==> src/hdl/fe_pkg.sv <==
/*
  Shared widths and types for the instruction-fetch front end.
  Every block refers to these by scoped name.
*/
`default_nettype none

package fe_pkg;

  // fetch and target addresses
  localparam int addr_w = 32;
  typedef logic [addr_w-1:0] addr_t;

  // global branch history
  localparam int hist_w = 8;
  typedef logic [hist_w-1:0] ghr_t;

  localparam int tb_sets_w = 6;  // 64 sets in the target buffer

  // predictor tables, 256 entries of one bit per slot
  localparam int tab_idx_w = 8;
  typedef logic [tab_idx_w-1:0] tab_idx_t;

  // bytes per fetch block, low address bits are the block offset
  localparam int fetch_step = 16;
  localparam int off_w = $clog2(fetch_step);

  typedef logic slot_t;  // target buffer slot 0 or 1

endpackage

`default_nettype wire

==> src/hdl/next_ip_gen.sv <==
/*
  Fetch address and global history registers.
  Picks the next block from the target buffer hits and predicted directions,
  slot 0 first. A mispredict from retire overrides prediction and stall.
*/
`default_nettype none

module next_ip_gen #(
  parameter fe_pkg::addr_t reset_ip = 32'h0000_1000
) (
  input  logic          clk,
  input  logic          rst,
  input  logic          fetch_stall,
  input  logic [1:0]    hit,
  input  logic [1:0]    pred_bits,
  input  fe_pkg::addr_t tgt0,
  input  fe_pkg::addr_t tgt1,
  input  logic          upd_valid,
  input  logic          upd_mispredict,
  input  fe_pkg::addr_t upd_target,
  input  fe_pkg::ghr_t  upd_ghr,
  output fe_pkg::addr_t fetch_ip,
  output fe_pkg::ghr_t  fetch_ghr,
  output logic          fetch_taken
);

  localparam int hw = fe_pkg::hist_w;

  logic          take0;
  logic          take1;
  logic          redirect;
  fe_pkg::addr_t seq_ip;
  fe_pkg::addr_t next_ip;
  fe_pkg::ghr_t  next_ghr;

  assign take0    = hit[0] && pred_bits[0];
  assign take1    = hit[1] && pred_bits[1] && !take0;  // slot 0 wins
  assign redirect = upd_valid && upd_mispredict;

  assign fetch_taken = take0 || take1;
  assign seq_ip      = fetch_ip + fe_pkg::addr_t'(fe_pkg::fetch_step);

  always_comb begin
    if (take0) begin
      next_ip  = tgt0;
      next_ghr = {fetch_ghr[hw-2:0], 1'b1};
    end else if (take1) begin
      // slot 0 not taken, then slot 1 taken
      next_ip  = tgt1;
      next_ghr = {fetch_ghr[hw-3:0], 2'b01};
    end else if (|hit) begin
      next_ip  = seq_ip;
      next_ghr = {fetch_ghr[hw-3:0], 2'b00};
    end else begin
      next_ip  = seq_ip;  // no branch known in this block
      next_ghr = fetch_ghr;
    end
  end

  always_ff @(posedge clk) begin
    if (rst) begin
      fetch_ip  <= reset_ip;
      fetch_ghr <= '0;
    end else if (redirect) begin
      fetch_ip  <= upd_target;
      fetch_ghr <= upd_ghr;  // restore history from retire
    end else if (!fetch_stall) begin
      fetch_ip  <= next_ip;
      fetch_ghr <= next_ghr;
    end
  end

endmodule

`default_nettype wire

==> config.mk <==
export PLATFORM = sky130hd
export DESIGN_NAME = next_ip_gen
export DESIGN_NICKNAME = d
export VERILOG_FILES = /design/src/hdl/fe_pkg.sv /design/src/hdl/next_ip_gen.sv
export SDC_FILE = /design/constraint.sdc
export NUM_CORES = 1
export LEC_CHECK = 0
export ABC_AREA = 1
export BUFFER_PORTS_ARGS = -buffer_cell sky130_fd_sc_hd__buf_2
export CAP_MARGIN = 0
export CELL_PAD_IN_SITES_DETAIL_PLACEMENT = 1
export CELL_PAD_IN_SITES_GLOBAL_PLACEMENT = 1
export CORE_MARGIN = 1.5
export CORE_UTILIZATION = 25
export DETAILED_ROUTE_END_ITERATION = 8
export GPL_TIMING_DRIVEN = 0
export PLACE_DENSITY = 0.66
export SYNTH_ARGS = -nofsm -noshare
export SYNTH_HDL_FRONTEND = slang
export SYNTH_SLANG_ARGS = --single-unit
==> constraint.sdc <==
create_clock -name clk -period 2.45 [get_ports clk]
set_input_delay 0.49 -clock clk [delete_from_list [all_inputs] [get_ports clk]]
set_output_delay 0.49 -clock clk [all_outputs]
set_load 0.05 [all_outputs]
==> Word level (Yosys, flattened, before mapping) <==
Cells that the tools add are included.
{ "classes": {"n_addsub": 1, "mux": 9, "n_eq_ne": 1, "reduce_logical": 9} }
{ "ops": {"columns": ["cell", "count"], "rows": [
  ["$mux W32", 4],
  ["$mux W8", 5],
  ["$add A32 B5 Y32 const B", 1],
  ["$logic_and A1 B1 Y1", 4],
  ["$reduce_bool A4 Y1", 1],
  ["$ne A2 B1 Y1 const B", 1],
  ["$reduce_and A2 Y1", 1],
  ["$reduce_or A2 Y1", 1],
  ["$logic_not A1 Y1", 1],
  ["$logic_or A1 B1 Y1", 1]
]} }
{ "totals": {"elab_cells": 22, "regBits": 40} }

==> Longest topological paths before layout <==
{ "logic_depth": {"ltp_word": 7, "ltp_mapped": 11} }

==> Worst setup path after synthesis <==
Ideal clock, no wire load.
{ "synth_timing": {"path_kind": "register -> register", "startpoint": "register fetch_ip[4]", "endpoint": "register fetch_ip[24]", "path_slack_ns": 0.557, "setup_time_ns": 0.117, "path_stages_with_launch": 11, "t_arrival_ns": 1.776, "n_path_buf": 0, "cell_sequence": "dfxtp_1 -> ha_1 -> nand2_1 -> nor2_2 -> nand2_1 -> nor2_2 -> nand3_1 -> nand3_1 -> nand2_1 -> nand2_1 -> a21oi_1"} }
{ "synth_via": {"elab_chain_len": 5} }
{ "synth_lines": {"columns": ["item", "line", "source"], "rows": [
  ["start, declared", "next_ip_gen.sv:22", "output fe_pkg::addr_t fetch_ip,"],
  ["start signal, assigned", "next_ip_gen.sv:62", "fetch_ip <= reset_ip;"],
  ["start signal, assigned", "next_ip_gen.sv:65", "fetch_ip <= upd_target;"],
  ["start signal, assigned", "next_ip_gen.sv:68", "fetch_ip <= next_ip;"],
  ["$add A32 B5 Y32", "next_ip_gen.sv:41", "assign seq_ip = fetch_ip + fe_pkg::addr_t'(fe_pkg::fetch_step);"],
  ["$mux W32", "next_ip_gen.sv:47", "end else if (take1) begin"],
  ["$mux W32", "next_ip_gen.sv:44", "if (take0) begin"],
  ["$mux W32", "next_ip_gen.sv:67", "end else if (!fetch_stall) begin"],
  ["$mux W32", "next_ip_gen.sv:64", "end else if (redirect) begin"]
]} }
Every way passes these cells. The select of a mux whose other input is x is not followed.
A chain may end at the register's enable or synchronous reset.

==> Final worst setup path <==
{ "layout_timing": {"startpoint": "register fetch_ip[4]", "endpoint": "register fetch_ip[28]"} }
The elaborated chain is that of the path after synthesis.

==> results.ini <==
[global_routing]
met1_usage_pct = 27.3
grt_overflow = 0
grt_max_degree = 15
busiest_layer = met2
use_met2_pct = 37.5
grt_use_met3_pct = 3.84
antenna_found_initial = 1
grt_first_pass_wirelength_um = 22100
grt_pass1_vias = 4360
grt_usage_pct = 21.1

[synth]
synth_top_family_by_area = simple AND/OR/NAND/NOR gates
avgSynthCellArea_um2 = 5.79
ys_ff_latch = 40
yosysWarnings = 0
synth_fa_ha_area_share_pct = 0.390
synth_flop_cell = dfxtp_1
yosys.area_share.simple_pct = 38.5
synthMuxAreaShare_pct = 0
synth.top_cell.area_share_pct = 25.0
synth_area_leaders = dfxtp_1 (25%), nand2_1 (20%), a21oi_1 (8.3%), o21ai_0 (8.1%), nand3_1 (7.6%)
synth_xor_area_share_pct = 1.33
synthTopCellsByCount = nand2_1 (175), inv_1 (59), a21oi_1 (53)
synth_top_area_cell = dfxtp_1
yosysSeqAreaShare_pct = 25.0
synth-compound-area-share_pct = 23.6
yosysMostFrequentCell = nand2_1
syn_area_um2 = 3210
async_flop_share_pct = 0
synth_cell_types = 34
synthCells = 554
syn_nets = 668
synth-edff-count = 0

[outcome]
status = finished clean

[floorplan]
coreArea_um2 = 12600
initial_utilization_pct = 25.5
fp.dieW_um = 116
die_h_um = 116
rows = 41
dieArea_um2 = 13500
io_pins = 154

[setup_path]
end_kind = flop
ff2ff_setup_slack_ps = 550
cp_data_arrival_time_ps = 2120
regToRegStartpoint = fetch_ip[4]
critical_path_class = flop to flop
start_kind = flop
cp.required_ps = 2670
path_max_fanout = 6
reg2reg_depth = 9
reg2reg_to = fetch_ip[28]

[worst_hold_path]
min_path_cells = 3
min_from = upd_target[16]
hold_class = primary input to flop
min_to = fetch_ip[16]

[finish]
final_layout_size_suffix_gt1_share_pct = 28.3
nNetsFinal = 828
antenna_cells = 0
area_growth_pct = 35.9

[place]
gp_congestion = 0.845
post-dp-hpwl_um = 11500
place_ws_ps = 440
numPortBuffers = 153

[timing]
worst_pin_slew_ps = 530
slew_violations = 0
hold_violations = 0
max_freq_mhz = 526
relSlewSlack_pct = 64.6
finalCriticalPeriod_ps = 1900
finalCritPeriodShare_pct = 77.5
rsz0062_at_grt = false
fin_setup_tns_ps = 0
hold_ws_ps = 474
fin_ws_ps = 550
setup_viol = 0
finClkSkew_ps = 5.06

[clock_tree]
insertion_delay_ps = 280
cts_resized = 0
clk_path_buf_depth = 2
cts.clk_slew.worst_paths_ps = 70
h-tree-depth = 2
clock_sinks = 40
cts_made_buffers = 5
post_cts_buffers = 0
postCtsHoldBufs = 0
cts_root_buf = clkbuf_16
cts_tree = yes

[route]
avgViaCountPerCell = 4.83
vias = 4282
drt.antenna.violating_nets = 0
routed_wl_um = 14000
drc = 0
drt-initial-drc-count = 153
dr.pass1.iters = 4
routedWlPerCell_um = 15.8

[power]
ir_worst_vdd_mv = 0.295
p_leak_nw = 2.16
powerDensity_nw_per_um2 = 528

[flow_run]
cap_violations = 0

## worst max path at each step
stage / startpoint / end / slack (ps) / cells past startpoint
after floorplan: fetch_ip[4] / fetch_ip[24] / 560 / 10
after global placement: hit[0] / fetch_ip[27] / 490 / 9
after detailed placement: hit[0] / fetch_ip[27] / 440 / 9
after CTS: fetch_ip[4] / fetch_ip[24] / 550 / 10
after global routing: fetch_ip[4] / fetch_ip[28] / 310 / 9
final: fetch_ip[4] / fetch_ip[28] / 550 / 9
## stage by stage
stage / util, % / total power, mW / cells / cell area [um2]
final: 34.7 / 2.30 / 887 / 4360
after global routing: 34.7 / 2.43 / 887 / 4360
after CTS: 34.7 / 2.32 / 887 / 4360
after detailed placement: 33.3 / 1.54 / 879 / 4190
after global placement: 33.3 / 1.52 / 879 / 4190
after floorplan: - / 1.26 / 554 / 3210
## critical path, stage by stage, from the launching register on
cell and delay, ps:
dfxtp_1 440, ha_1 230, nand2_1 90, nor2_2 160, nand2_1 160, nor2_2 290, nand4_1 160, nand2_1 90
nand3_1 60, a21oi_1 140
## layer usage
metal | up-vias | share of wire [%]
met4 | 2 | 0.64
met1 | 2024 | 46
li1 | 2147 | -
met5 | - | 0.086
met2 | 101 | 49
met3 | 8 | 5.1
## cell families (layout without fill, tap and decap cells)
| group | Yosys count | after routing |
|---|---|---|
| AO/OA/AOI/OAI | 135 | 135 |
| XOR/XNOR | 4 | 4 |
| adder cells (fa/ha/maj) | 1 | 1 |
| buffers and inverters | 89 | 250 |
| flip-flops | 40 | 40 |
| AND/OR/NAND/NOR | 285 | 285 |
## flip-flops by register name (all words and copies together) (netlist names)
| register | count |
|---|---|
| fetch_ip | 32 |
| fetch_ghr | 8 |
## placed cells by master, fill, tap and decap left out, types with 2 or more instances in the layout
cell / count
a21oi_1: 53
o21ai_0: 52
a21oi_2: 3
nor3_1: 7
buf_4: 2
nor2_2: 5
nand2_2: 8
inv_1: 59
xor2_1: 2
o221ai_1: 2
buf_1: 3
dfxtp_1: 40
a211oi_1: 7
inv_2: 4
clkbuf_1: 8
nor2_4: 2
a22o_1: 2
nor2_1: 27
nand4_1: 9
o211ai_1: 8
clkbuf_16: 5
nand2_1: 175
buf_2: 166
a31oi_1: 4
nand3_1: 49
## area by class of cell
type | count | area [um2]
plain buffers | 26 | 121
fillers | 1744 | 8210
flip-flops and latches | 40 | 801
well taps | 172 | 215
clock buffers | 5 | 125
multi-input cells | 425 | 2050
inverters | 63 | 236
repair buffers | 153 | 766
clock inverters | 3 | 46.3
## power breakdown
part / internal (mW) / leakage, nW / switching, mW
clock: 0.485 / 0.0804 / 0.303
combinational: 0.227 / 1.75 / 0.501
sequential: 0.708 / 0.331 / 0.0796
total: 1.42 / 2.16 / 0.883
Note: power is estimated with default switching activity, not from simulation.
